<file path="src/hdl/dbg_bus_pkg.sv">
/*
  CPU address bus definitions.
  The address type is always 16 bits wide; a narrower bus uses the
  low ADDR_W bits and keeps the bits above at 0.
*/
package dbg_bus_pkg;

  ////////////////////////////////////////////////////////////
  // Address width and type
  ////////////////////////////////////////////////////////////

  // Full 6502 address space
  localparam int ADDR_W_DEF = 16;

  typedef logic [15:0] addr_t;  // Bus address as seen at cpu_a

endpackage

</file>
<file path="src/hdl/dbg_proto_pkg.sv">
/*
  Debug packet protocol definitions shared by the packet engine.
  Opcodes 05, 06 and 09 to 0C are not decoded and count as unknown.
  Error code bit 0 is reserved and always reads 0.
*/
package dbg_proto_pkg;

  ////////////////////////////////////////////////////////////
  // Stream and count types
  ////////////////////////////////////////////////////////////

  typedef logic [7:0]  byte_t;     // One stream byte
  typedef logic [15:0] cnt_t;      // Transfer count, lo byte sent first
  typedef logic [1:0]  hdr_idx_t;  // Header byte position after opcode
  typedef logic [1:0]  err_t;      // Sticky error code

  ////////////////////////////////////////////////////////////
  // Opcodes
  ////////////////////////////////////////////////////////////

  // Packet layout after opcode byte:
  //   ECHO        CNT_LO CNT_HI DATA...
  //   CPU_MEM_RD  ADDR_LO ADDR_HI CNT_LO CNT_HI
  //   CPU_MEM_WR  ADDR_LO ADDR_HI CNT_LO CNT_HI DATA...
  //   all others  nothing
  localparam byte_t OP_ECHO           = 8'h00;
  localparam byte_t OP_CPU_MEM_RD     = 8'h01;
  localparam byte_t OP_CPU_MEM_WR     = 8'h02;
  localparam byte_t OP_DBG_BRK        = 8'h03;  // Halt CPU
  localparam byte_t OP_DBG_RUN        = 8'h04;  // Release CPU
  localparam byte_t OP_QUERY_DBG_BRK  = 8'h07;  // Answers 00 or 01
  localparam byte_t OP_QUERY_ERR_CODE = 8'h08;  // Answers err_t zero extended

  ////////////////////////////////////////////////////////////
  // Error code bits
  ////////////////////////////////////////////////////////////

  // Bit 0 once held a UART parity flag, now unused
  localparam int ERR_UNKNOWN_OPCODE = 1;

  // Break query answers
  localparam byte_t BRK_OFF = 8'h00;
  localparam byte_t BRK_ON  = 8'h01;

endpackage
</file>
<file path="src/hdl/dbg_ifs.sv">
/*
  Internal interfaces of the debug packet engine.
  dbg_cnt_if carries header index and count strobes, dbg_bus_if the
  CPU address and data strobes. Strobes are single cycle, active high.
*/
`timescale 1ns/1ps

// Control FSM to header index and transfer counter
interface dbg_cnt_if;
  import dbg_proto_pkg::*;

  logic     hdr_clr;    // Restart header at byte 0
  logic     hdr_step;   // Next header byte
  logic     cnt_ld_lo;  // Count [7:0] <= ld_byte
  logic     cnt_ld_hi;  // Count [15:8] <= ld_byte
  logic     cnt_dec;    // One data byte done
  byte_t    ld_byte;
  hdr_idx_t hdr_idx;
  logic     cnt_zero;   // Loaded count is 0
  logic     cnt_last;   // Count at 1

  modport ctrl (output hdr_clr, hdr_step, cnt_ld_lo, cnt_ld_hi, cnt_dec, ld_byte,
                input  hdr_idx, cnt_zero, cnt_last);
  modport cnt  (input  hdr_clr, hdr_step, cnt_ld_lo, cnt_ld_hi, cnt_dec, ld_byte,
                output hdr_idx, cnt_zero, cnt_last);
endinterface

// Control FSM to CPU bus port
interface dbg_bus_if;
  import dbg_proto_pkg::*;

  logic  addr_ld_lo;  // Address lo byte from wr_byte
  logic  addr_ld_hi;  // Address hi byte from wr_byte
  logic  addr_inc;
  logic  wr_en;       // Write strobe, same cycle on the bus
  byte_t wr_byte;
  byte_t rd_byte;     // cpu_din, no register

  modport ctrl (output addr_ld_lo, addr_ld_hi, addr_inc, wr_en, wr_byte,
                input  rd_byte);
  modport port (input  addr_ld_lo, addr_ld_hi, addr_inc, wr_en, wr_byte,
                output rd_byte);
endinterface

</file>
<file path="src/hdl/dbg_top.sv">
/*
  Debug packet engine top level.
  rx and tx are valid/ready byte streams; a byte moves on a clock edge
  with valid and ready both high. ADDR_W sets the used CPU address
  width, 9 to 16.
*/
`timescale 1ns/1ps

module dbg_top
#(
  parameter int ADDR_W = dbg_bus_pkg::ADDR_W_DEF
)
(
  input  logic                 clk,
  input  logic                 rst,
  input  dbg_proto_pkg::byte_t rx_data,
  input  logic                 rx_valid,
  output logic                 rx_ready,
  output dbg_proto_pkg::byte_t tx_data,
  output logic                 tx_valid,
  input  logic                 tx_ready,
  input  logic                 brk,       // Break from the CPU
  output logic                 active,    // Debug session running
  output dbg_bus_pkg::addr_t   cpu_a,
  output logic                 cpu_r_nw,
  output dbg_proto_pkg::byte_t cpu_dout,
  input  dbg_proto_pkg::byte_t cpu_din
);
  import dbg_proto_pkg::*;

  logic  push;
  byte_t push_data;
  logic  full;

  dbg_cnt_if cnt_if ();
  dbg_bus_if bus_if ();

  ////////////////////////////////////////////////////////////
  // Blocks
  ////////////////////////////////////////////////////////////

  dbg_ctrl ctrl0 (
    .clk       (clk),
    .rst       (rst),
    .rx_data   (rx_data),
    .rx_valid  (rx_valid),
    .rx_ready  (rx_ready),
    .brk       (brk),
    .active    (active),
    .cnt       (cnt_if.ctrl),
    .bus       (bus_if.ctrl),
    .push      (push),
    .push_data (push_data),
    .full      (full)
  );

  dbg_xfer_cnt cnt0 (.clk(clk), .rst(rst), .cnt(cnt_if.cnt));

  dbg_cpu_port #(.ADDR_W(ADDR_W)) port0 (
    .clk      (clk),
    .rst      (rst),
    .bus      (bus_if.port),
    .cpu_a    (cpu_a),
    .cpu_r_nw (cpu_r_nw),
    .cpu_dout (cpu_dout),
    .cpu_din  (cpu_din)
  );

  dbg_tx_buf txb0 (
    .clk       (clk),
    .rst       (rst),
    .push      (push),
    .push_data (push_data),
    .full      (full),
    .tx_data   (tx_data),
    .tx_valid  (tx_valid),
    .tx_ready  (tx_ready)
  );

endmodule

</file>
<file path="src/hdl/dbg_ctrl.sv">
/*
  Packet decode FSM and sticky error code.
  Header bytes are taken as soon as they arrive. Data and answer bytes
  wait for a free tx buffer. A read costs two cycles per byte (dummy
  then sample). Unknown opcodes are dropped while disabled.
*/
`timescale 1ns/1ps

module dbg_ctrl
(
  input  logic                 clk,
  input  logic                 rst,
  input  dbg_proto_pkg::byte_t rx_data,
  input  logic                 rx_valid,
  output logic                 rx_ready,
  input  logic                 brk,        // CPU side break request
  output logic                 active,     // Holds the CPU while high
  dbg_cnt_if.ctrl              cnt,
  dbg_bus_if.ctrl              bus,
  output logic                 push,       // Byte into tx buffer
  output dbg_proto_pkg::byte_t push_data,
  input  logic                 full
);
  import dbg_proto_pkg::*;

  typedef enum logic [3:0] {
    S_DISABLED, S_DECODE,
    S_ECHO_HDR, S_ECHO_DATA,
    S_RD_HDR,   S_RD_DATA,
    S_WR_HDR,   S_WR_DATA,
    S_QUERY_ERR
  } state_t;

  state_t state_q, state_d;
  logic   phase_q, phase_d;  // Read phase, 0 dummy and 1 sample
  err_t   err_q,   err_d;
  logic   acc;               // Byte transfer on rx this cycle

  always_ff @(posedge clk)
  begin
    if (rst)
    begin
      state_q <= S_DISABLED;
      phase_q <= 1'b0;
      err_q   <= '0;
    end
    else
    begin
      state_q <= state_d;
      phase_q <= phase_d;
      err_q   <= err_d;
    end
  end

  ////////////////////////////////////////////////////////////
  // rx handshake
  ////////////////////////////////////////////////////////////

  always_comb
  begin
    case (state_q)
      S_DISABLED:  rx_ready = !full && !brk;   // brk wins over a waiting opcode
      S_DECODE:    rx_ready = !full;           // Query may answer at once
      S_ECHO_HDR,
      S_RD_HDR,
      S_WR_HDR:    rx_ready = 1'b1;
      S_ECHO_DATA: rx_ready = !full && !cnt.cnt_zero;
      S_WR_DATA:   rx_ready = !cnt.cnt_zero;
      default:     rx_ready = 1'b0;            // Read and error query use no rx
    endcase
  end

  assign acc         = rx_valid && rx_ready;
  assign cnt.ld_byte = rx_data;
  assign bus.wr_byte = rx_data;   // Also the address load byte
  assign active      = (state_q != S_DISABLED);

  ////////////////////////////////////////////////////////////
  // Next state and strobes
  ////////////////////////////////////////////////////////////

  always_comb
  begin
    state_d        = state_q;
    phase_d        = phase_q;
    err_d          = err_q;
    push           = 1'b0;
    push_data      = rx_data;  // Echo path by default
    cnt.hdr_clr    = 1'b0;
    cnt.hdr_step   = 1'b0;
    cnt.cnt_ld_lo  = 1'b0;
    cnt.cnt_ld_hi  = 1'b0;
    cnt.cnt_dec    = 1'b0;
    bus.addr_ld_lo = 1'b0;
    bus.addr_ld_hi = 1'b0;
    bus.addr_inc   = 1'b0;
    bus.wr_en      = 1'b0;

    case (state_q)
      S_DISABLED:
      begin
        if (brk)
          state_d = S_DECODE;
        else if (acc && rx_data == OP_DBG_BRK)
          state_d = S_DECODE;
        else if (acc && rx_data == OP_QUERY_DBG_BRK)
        begin
          push      = 1'b1;
          push_data = BRK_OFF;
        end
      end
      S_DECODE:
      begin
        if (acc)
        begin
          cnt.hdr_clr = 1'b1;
          case (rx_data)
            OP_ECHO:           state_d = S_ECHO_HDR;
            OP_CPU_MEM_RD:     state_d = S_RD_HDR;
            OP_CPU_MEM_WR:     state_d = S_WR_HDR;
            OP_DBG_BRK:        state_d = S_DECODE;    // Already halted
            OP_DBG_RUN:        state_d = S_DISABLED;
            OP_QUERY_ERR_CODE: state_d = S_QUERY_ERR;
            OP_QUERY_DBG_BRK:
            begin
              push      = 1'b1;
              push_data = BRK_ON;
            end
            default:           err_d[ERR_UNKNOWN_OPCODE] = 1'b1;  // Sticky until rst
          endcase
        end
      end
      S_ECHO_HDR:
      begin
        if (acc)
        begin
          cnt.hdr_step  = 1'b1;
          cnt.cnt_ld_lo = (cnt.hdr_idx == 2'd0);
          cnt.cnt_ld_hi = (cnt.hdr_idx == 2'd1);
          if (cnt.hdr_idx == 2'd1)
            state_d = S_ECHO_DATA;
        end
      end
      S_RD_HDR, S_WR_HDR:
      begin
        // ADDR_LO ADDR_HI CNT_LO CNT_HI
        if (acc)
        begin
          cnt.hdr_step   = 1'b1;
          bus.addr_ld_lo = (cnt.hdr_idx == 2'd0);
          bus.addr_ld_hi = (cnt.hdr_idx == 2'd1);
          cnt.cnt_ld_lo  = (cnt.hdr_idx == 2'd2);
          cnt.cnt_ld_hi  = (cnt.hdr_idx == 2'd3);
          if (cnt.hdr_idx == 2'd3)
          begin
            state_d = (state_q == S_RD_HDR) ? S_RD_DATA : S_WR_DATA;
            phase_d = 1'b0;
          end
        end
      end
      S_ECHO_DATA:
      begin
        if (cnt.cnt_zero)
          state_d = S_DECODE;   // Empty packet
        else if (acc)
        begin
          push        = 1'b1;
          cnt.cnt_dec = 1'b1;
          if (cnt.cnt_last)
            state_d = S_DECODE;
        end
      end
      S_RD_DATA:
      begin
        if (cnt.cnt_zero)
          state_d = S_DECODE;
        else if (!phase_q)
          phase_d = 1'b1;       // Dummy, cpu_din settles on new address
        else if (!full)
        begin
          push         = 1'b1;
          push_data    = bus.rd_byte;
          cnt.cnt_dec  = 1'b1;
          bus.addr_inc = 1'b1;
          phase_d      = 1'b0;
          if (cnt.cnt_last)
            state_d = S_DECODE;
        end
      end
      S_WR_DATA:
      begin
        if (cnt.cnt_zero)
          state_d = S_DECODE;
        else if (acc)
        begin
          bus.wr_en    = 1'b1;  // Strobe at current address
          bus.addr_inc = 1'b1;
          cnt.cnt_dec  = 1'b1;
          if (cnt.cnt_last)
            state_d = S_DECODE;
        end
      end
      S_QUERY_ERR:
      begin
        if (!full)
        begin
          push      = 1'b1;
          push_data = byte_t'(err_q);
          state_d   = S_DECODE;
        end
      end
      default: state_d = S_DISABLED;
    endcase
  end

endmodule

</file>
<file path="src/hdl/dbg_tx_buf.sv">
/*
  Single-entry output byte register, valid/ready on the tx side.
  The pusher must check full first. The byte shows on the next
  cycle and the entry frees one cycle after tx_ready takes it.
*/
`timescale 1ns/1ps

module dbg_tx_buf
(
  input  logic                 clk,
  input  logic                 rst,
  input  logic                 push,
  input  dbg_proto_pkg::byte_t push_data,
  output logic                 full,
  output dbg_proto_pkg::byte_t tx_data,
  output logic                 tx_valid,
  input  logic                 tx_ready
);
  import dbg_proto_pkg::*;

  logic  full_q;
  byte_t data_q;  // Payload, no reset

  always_ff @(posedge clk)
  begin
    if (rst)
      full_q <= 1'b0;
    else if (push)
      full_q <= 1'b1;
    else if (tx_ready)
      full_q <= 1'b0;    // Taken when full_q was high
  end

  always_ff @(posedge clk)
  begin
    if (push)
      data_q <= push_data;
  end

  assign full     = full_q;
  assign tx_valid = full_q;
  assign tx_data  = data_q;

endmodule

</file>
<file path="src/hdl/dbg_cpu_port.sv">
/*
  CPU address register and bus drive.
  ADDR_W from 9 to 16; address bits at ADDR_W and up stay 0.
  The write strobe is combinational from the FSM and lasts one cycle.
  cpu_din is expected to follow cpu_a in the same cycle.
*/
`timescale 1ns/1ps

module dbg_cpu_port
#(
  parameter int ADDR_W = dbg_bus_pkg::ADDR_W_DEF
)
(
  input  logic                 clk,
  input  logic                 rst,
  dbg_bus_if.port              bus,
  output dbg_bus_pkg::addr_t   cpu_a,
  output logic                 cpu_r_nw,   // Low on a write
  output dbg_proto_pkg::byte_t cpu_dout,
  input  dbg_proto_pkg::byte_t cpu_din
);
  import dbg_bus_pkg::*;

  // Ones below ADDR_W
  localparam addr_t ADDR_MASK = addr_t'((17'd1 << ADDR_W) - 17'd1);

  addr_t addr_q;
  addr_t addr_d;

  ////////////////////////////////////////////////////////////
  // Address register
  ////////////////////////////////////////////////////////////

  always_comb
  begin
    addr_d = addr_q;
    if (bus.addr_ld_lo)
      addr_d = {addr_q[15:8], bus.wr_byte};
    else if (bus.addr_ld_hi)
      addr_d = {bus.wr_byte, addr_q[7:0]};
    else if (bus.addr_inc)
      addr_d = addr_q + 16'd1;  // Wraps at top of the masked space
  end

  always_ff @(posedge clk)
  begin
    if (rst)
      addr_q <= '0;
    else
      addr_q <= addr_d & ADDR_MASK;
  end

  // Bus drive
  assign cpu_a       = addr_q;
  assign cpu_r_nw    = !bus.wr_en;
  assign cpu_dout    = bus.wr_byte;
  assign bus.rd_byte = cpu_din;

endmodule

</file>
<file path="src/hdl/dbg_xfer_cnt.sv">
/*
  Header byte index and 16-bit transfer byte counter.
  Count lo must be loaded before count hi. Flags come from the
  registered count, so they are valid one cycle after a load.
*/
`timescale 1ns/1ps

module dbg_xfer_cnt
(
  input  logic    clk,
  input  logic    rst,
  dbg_cnt_if.cnt  cnt
);
  import dbg_proto_pkg::*;

  hdr_idx_t idx_q;
  cnt_t     cnt_q;

  ////////////////////////////////////////////////////////////
  // Header index
  ////////////////////////////////////////////////////////////

  always_ff @(posedge clk)
  begin
    if (rst)
      idx_q <= '0;
    else if (cnt.hdr_clr)
      idx_q <= '0;
    else if (cnt.hdr_step)
      idx_q <= idx_q + 2'd1;   // Wraps after the 4th header byte
  end

  ////////////////////////////////////////////////////////////
  // Transfer count
  ////////////////////////////////////////////////////////////

  always_ff @(posedge clk)
  begin
    if (rst)
      cnt_q <= '0;
    else if (cnt.cnt_ld_lo)
      cnt_q[7:0] <= cnt.ld_byte;
    else if (cnt.cnt_ld_hi)
      cnt_q[15:8] <= cnt.ld_byte;
    else if (cnt.cnt_dec)
      cnt_q <= cnt_q - 16'd1;
  end

  assign cnt.hdr_idx  = idx_q;
  assign cnt.cnt_zero = (cnt_q == 16'd0);  // Zero length packet
  assign cnt.cnt_last = (cnt_q == 16'd1);  // Final data byte pending

endmodule

</file>
<file path="config.mk">
export PLATFORM = sky130hd
export DESIGN_NAME = dbg_top
export DESIGN_NICKNAME = d
export VERILOG_FILES = /design/src/hdl/dbg_bus_pkg.sv /design/src/hdl/dbg_proto_pkg.sv /design/src/hdl/dbg_ifs.sv /design/src/hdl/dbg_top.sv /design/src/hdl/dbg_ctrl.sv /design/src/hdl/dbg_tx_buf.sv /design/src/hdl/dbg_cpu_port.sv /design/src/hdl/dbg_xfer_cnt.sv
export SDC_FILE = /design/constraint.sdc
export NUM_CORES = 1
export LEC_CHECK = 0
export BUFFER_PORTS_ARGS = -buffer_cell sky130_fd_sc_hd__buf_2
export CORE_MARGIN = 3
export CORE_UTILIZATION = 58
export CTS_CLUSTER_SIZE = 12
export DETAILED_ROUTE_END_ITERATION = 8
export PLACE_DENSITY = 0.83
export RECOVER_POWER = 50
export SLEW_MARGIN = 25
export SYNTH_ARGS = -nofsm -noshare
export SYNTH_HDL_FRONTEND = slang
export SYNTH_HIERARCHICAL = 1
export SYNTH_SLANG_ARGS = --single-unit
</file>
<file path="constraint.sdc">
create_clock -name clk -period 3.6 [get_ports clk]
set_input_delay 0.18 -clock clk [delete_from_list [all_inputs] [get_ports clk]]
set_output_delay 0.18 -clock clk [all_outputs]
set_load 0.01 [all_outputs]
</file>
# Word level (Yosys, flattened, before mapping)
# Index checks and enable logic that the tools add are counted.
[op_classes]
n_addsub = 3
n_eq_ne = 32
n_mux = 67
n_bitwise = 3
n_reduce_logical = 32
[ops]
columns = ["op", "n"]
rows = [
  ["$mux W8", 13],
  ["$mux W4", 14],
  ["$mux W16", 3],
  ["$pmux W8 S4", 1],
  ["$pmux W4 S7", 1],
  ["$mux W1", 26],
  ["$pmux W4 S6", 1],
  ["$add A16 B1 Y16 const B", 1],
  ["$eq A16 B1 Y1 const B", 1],
  ["$eq A4 B3 Y1 const B", 4],
  ["$eq A8 B2 Y1 const B", 2],
  ["$eq A8 B3 Y1 const B", 2],
  ["$logic_not A16 Y1", 1],
  ["$sub A16 B1 Y16 const B", 1],
  ["$ne A2 B1 Y1 const B", 6],
  ["$reduce_bool A2 Y1", 6],
  ["$reduce_and A11 Y1", 1],
  ["$pmux W1 S2", 5],
  ["$pmux W1 S5", 2],
  ["$eq A4 B2 Y1 const B", 2],
  ["$eq A8 B1 Y1 const B", 1],
  ["$eq A8 B4 Y1 const B", 1],
  ["$logic_not A8 Y1", 1],
  ["$reduce_and A2 Y1", 4],
  ["22 further kinds", 37],
]
[word_totals]
register_bits = 49
input_bits = 21
output_inout_bits = 36
wordCells = 147

# Longest topological paths before layout
[depth]
depth_word = 11
mapped_depth = 14
depth_no_buf = 13

# Modules after synthesis
# The synthesis kept the hierarchy.
[by_module_without_submodules]
columns = ["module", "instances", "cells_each", "area_per_inst_um2", "seq_area_each_um2"]
rows = [
  ["dbg_xfer_cnt", 1, 140, 1156.1, 360.3],
  ["dbg_cpu_port", 1, 135, 1082.3, 320.3],
  ["dbg_ctrl", 1, 147, 1077.3, 120.1],
  ["dbg_tx_buf", 1, 13, 286.5, 260.2],
]

# Worst setup path after synthesis
# No wires, ideal clock.
[synth_timing]
path_type = "register to register"
start = "register cnt0.cnt_q[0]"
end = "register port0.addr_q[14] (netlist: port0/cpu_a[14])"
setup_ns = 0.074
arrival_ns = 3.228
required_time_ns = 3.526
slack_ns = 0.298
stages_incl_launch_ff = 13
synth_period_minus_slack_ns = 3.302
path_cell_list = "dfxtp_1 > inv_1 > ha_1 > nor3b_2 > and3_1 > mux2_2 > a21oi_1 > and3_1 > nand3_1 > o22ai_1 > or3b_2 > or4_1 > a31oi_1"
[synth_between]
elab_chain_len = 10
word_cells_on_any_way = 17
cone_classes = "mux (10); bitwise (1); reduce/logical (6)"
[synth_lines]
columns = ["element", "line", "source"]
rows = [
  ["from (decl)", "dbg_xfer_cnt.sv:17", "cnt_t cnt_q;"],
  ["from (signal assigned)", "dbg_xfer_cnt.sv:42", "cnt_q[7:0] <= cnt.ld_byte;"],
  ["from (signal assigned)", "dbg_xfer_cnt.sv:46", "cnt_q <= cnt_q - 16'd1;"],
  ["$logic_not A16 Y1 (*)", "dbg_xfer_cnt.sv:50", "assign cnt.cnt_zero = (cnt_q == 16'd0);"],
  ["named net cnt_if.cnt_zero", "dbg_ifs.sv:19", "logic cnt_zero;"],
  ["$logic_not A1 Y1", "dbg_ctrl.sv:67, dbg_ctrl.sv:68", ""],
  ["$logic_and A1 B1 Y1", "dbg_ctrl.sv:67", "S_ECHO_DATA: rx_ready = !full && !cnt.cnt_zero;"],
  ["$pmux W1 S5", "dbg_ctrl.sv:61", "case (state_q)"],
  ["$logic_and A1 B1 Y1", "dbg_ctrl.sv:73", "assign acc = rx_valid && rx_ready;"],
  ["$mux W1", "dbg_ctrl.sv:194", "else if (acc)"],
  ["$mux W1", "dbg_ctrl.sv:192", "if (cnt.cnt_zero)"],
  ["$pmux W1 S2 (*)", "dbg_ctrl.sv:99", "case (state_q)"],
  ["named net bus_if.addr_inc", "dbg_ifs.sv:34", "logic addr_inc;"],
  ["$reduce_bool A2 Y1 (no line) (*)", "-", ""],
  ["$reduce_and A2 Y1 (no line) (*)", "-", ""],
  ["to (signal assigned)", "dbg_cpu_port.sv:50", "addr_q <= addr_d & ADDR_MASK;"],
  ["to (decl)", "dbg_cpu_port.sv:27", "addr_t addr_q;"],
]
# The timed path passes the listed nets; every way through them passes the cells marked *. The select of a mux whose other input is x is not followed.
# A chain may end at the register's enable or synchronous reset.

# Worst setup path in the final report
[layout_timing]
start = "register cnt0.cnt_q[0]"
end = "register cnt0.cnt_q[7]"
[layout_between]
elab_chain_len = 10
word_cells_on_any_way = 22
cone_classes = "add/sub (1); eq/ne (1); mux (14); reduce/logical (6)"
[layout_lines]
columns = ["element", "line", "source"]
rows = [
  ["$logic_not A16 Y1 (*)", "dbg_xfer_cnt.sv:50", ""],
  ["named net cnt_if.cnt_zero", "dbg_ifs.sv:19", ""],
  ["$logic_not A1 Y1", "dbg_ctrl.sv:67, dbg_ctrl.sv:68", ""],
  ["$logic_and A1 B1 Y1", "dbg_ctrl.sv:67", ""],
  ["$pmux W1 S5", "dbg_ctrl.sv:61", ""],
  ["$logic_and A1 B1 Y1", "dbg_ctrl.sv:73", ""],
  ["$mux W1", "dbg_ctrl.sv:165, dbg_ctrl.sv:194", ""],
  ["$mux W1", "dbg_ctrl.sv:192", ""],
  ["$pmux W1 S2 (*)", "dbg_ctrl.sv:99", ""],
  ["named net cnt_if.cnt_dec", "dbg_ifs.sv:16", "logic cnt_dec;"],
  ["$reduce_bool A2 Y1 (no line) (*)", "-", ""],
  ["$reduce_and A2 Y1 (no line) (*)", "-", ""],
]
# Marked as above.

==> metrics.yaml <==
run_status: "finished clean"
p_int_mw: 1.02
htree_num_levels: 2
drc: 0
via_per_inst: 6.58
path_cells: "inv_1 > ha_1 > nor3b_2 > and3_1 > nor3_1 > nand3_1 > o21ai_1 > nand2b_1 > nor4_2 > xnor2_1 > a211oi_1"
hold_slack_ns: 0.160
reg2reg_from: "cnt0/cnt_q[0]"
post-dp-hpwl_um: 6510
stdcell_area_um2: 3780
ys_ff_latch: 49
cts_tree: "done"
cpPeakStageDelay_ns: 0.48
drive_gt1_share_pct: 15.8
cts_root_buffer: "clkbuf_8"
place_area_um2: 3700
dieHeight_um: 84.8
io_buffers: 56
ys_types: 85
wl_per_cell_um: 17.5
synth_top_area_share_pct: 22.8
slew_violations: 0
rsz0062_at_grt: "false"
first_iter_violations: 433
hold_viol_final: 0
synth.area.top_cells: "dfxtp_1 23%, buf_4 7.1%, edfxtp_1 6.7%"
min_path_type: "primary input to flip-flop"
cts_sinks: 49
crit_type: "flip-flop to flip-flop"
finalSetupTns_ns: 0
start_kind: "flip-flop"
cp_slowest_cell: "o21ai_1"
arrival_ns: 3.56
seqPwrFrac_pct: 41.1
synth_area_um2: 3600
grt_pass1_wl_um: 15000
finalCritPeriodShare_pct: 92.9
pre_cts_slack_ns: 0.116
crit_fanout: 9
p_per_area_nw_per_um2: 411
async_flop_share_pct: 0
maxCapViolations: 0
grt.busiest_layer: "met2"
clk-insertion-delay-late_ns: 0.31
setup_viol: 0
clk_pin_slew_ns: 0.10
ir_worst_vdd_v: 0.000224
grtUsageMet1_pct: 34.2
antenna_left: 0
syn_to_final_growth_pct: 5.00
final_core_util_pct: 63.5
drt_wl_total_um: 9290
grt_use_met3_pct: 5.59
start_util_pct: 60.5
antenna_found_initial: 0
p_total_mw: 1.55
met2_usage_pct: 41.4
cts_buffer_depth: 2
p_switching_mw: 0.536
ctsHoldBuffers: 0
worstSetupEndpointType: "flip-flop"
diodes: 0
synth-edff-count: 8
final_cells: 531
rows: 28
grt_usage_pct: 25.3
tightest_slew_ns: 0.857
fin_nets: 479
finalWorstSetupSlack_ns: 0.256
timing.fmax_mhz: 299
dp_cells: 522
grt-ovfl-total: 0
cp.required_ns: 3.82
pin_count: 57
synth_area_per_cell_um2: 8.28
p_leak_nw: 1.28
die_area_um2: 7190
slew_headroom_pct: 42.6
yosysTopAreaCell: "dfxtp_1"
ys_seq_area_share_pct: 29.5
pwr-share-clk_pct: 26.9
drtPass1Iterations: 7
synthFlopType: "dfxtp_1"
yosysWarningCount: 6
synthesis.nets: 459
cts_buffers: 5
grt_pass1_vias: 3073
hp-start: "tx_ready"
p_sw_share_pct: 34.5
skew_ns: 0.0118
synthCells: 435
finalWeightedCongestion: 1.02
core_um2: 5960
combPwrFrac_pct: 32.0
grt_max_degree: 32
die_w_um: 84.8
num_vias: 3496
crit_start: "cnt0/cnt_q[0]"
min_period_ns: 3.34
-- synth_stat cells (7+ instances only) --
cell type,count
a211oi_1,12
a21oi_1,20
buf_4,34
clkbuf_1,12
dfxtp_1,41
edfxtp_1,8
inv_1,15
nand2_1,28
nand2b_1,7
nand3_1,16
nand4_1,11
nor2_1,40
nor2b_1,9
nor3_1,20
nor4_1,9
or3_1,9
xnor2_1,11
-- power by group through the flow --
stage | clock network (mW) | registers (mW) | logic [mW]
after floorplan | 0 | 0.622 | 0.447
after global placement | 0 | 0.648 | 0.503
after detailed placement | 0 | 0.649 | 0.517
after CTS | 0.423 | 0.637 | 0.519
after global routing | 0.449 | 0.643 | 0.538
final | 0.418 | 0.639 | 0.497
-- worst paths after layout --
check / to / slack, ns / depth (start not counted)
setup / recovery: cnt0/cnt_q[7] / 0.26 / 11
hold / removal: txb0/full / 0.16 / 3
setup reg to reg: cnt0/cnt_q[7] / 0.26 / 11
hold reg to reg: ctrl0/err_q[1] / 0.49 / 2
-- cell type report --
type | count | area, µm²
tap | 75 | 93.8
sequential | 49 | 1060
inverter | 17 | 63.8
multi-input combinational | 316 | 2130
fill | 543 | 2170
clock buffer | 7 | 86.3
clock inverter | 1 | 30.0
timing repair buffer | 66 | 314
-- cell families after synthesis --
group,count (synthesis),share of synthesized area (%)
mux,7,1.98
simple gates,187,30.0
xor+xnor,17,4.13
flops,49,29.5
compound gates,102,22.0
buf+inv,70,11.4
fa+ha+maj,3,1.04
-- critical path: cells and delay by family (launching register included) --
family	cells	cell delay, ns
AO/OA/AOI/OAI	2	0.73
XOR/XNOR	1	0.09
adder cells (fa/ha/maj)	1	0.20
buffers and inverters	1	0.08
flip-flops	1	0.38
AND/OR/NAND/NOR	6	1.76
-- routing by layer --
metal,vias to the layer above,share of wire [%]
li1,1632,-
met1,1657,42
met2,186,46
met3,21,10
met5,-,0
met4,0,1.9
-- layout by cell type (no fill, tap or decap), types with 3 or more instances in the layout --
master and n:
edfxtp_1 8, a31oi_1 6, nor2b_1 9, xnor2_1 11
nor2_1 40, ha_1 3, nand4_1 11, a211oi_1 12
a32o_1 3, and3_1 6, buf_4 9, or2_2 3
o21ai_1 4, nand3b_1 5, o21ai_0 6, mux2i_1 6
a22o_1 6, or3_1 9, nand2_1 28, clkbuf_1 34
nand3_1 15, xor2_1 6, inv_1 15, clkbuf_8 6
or4_4 3, buf_2 23, nor3_1 20, nand2b_1 7
dfxtp_1 39, a221oi_1 3, o211ai_1 5, nor4_1 8
a21oi_1 20
-- registers in the layout (all words and copies together) (netlist names) --
name	cells
cnt0/cnt.hdr_idx	2
cnt0/cnt_q	16
ctrl0/err_q	1
ctrl0/phase_q	1
ctrl0/state_q	4
port0/cpu_a	16
txb0/full	1
txb0/tx_data	8
-- repair_timing --
item                       4_1_cts  5_1_grt
setup endpoints to repair        0       12
resized for setup                0        8
setup buffers                    0        1
(Power assumes the default switching activity.)
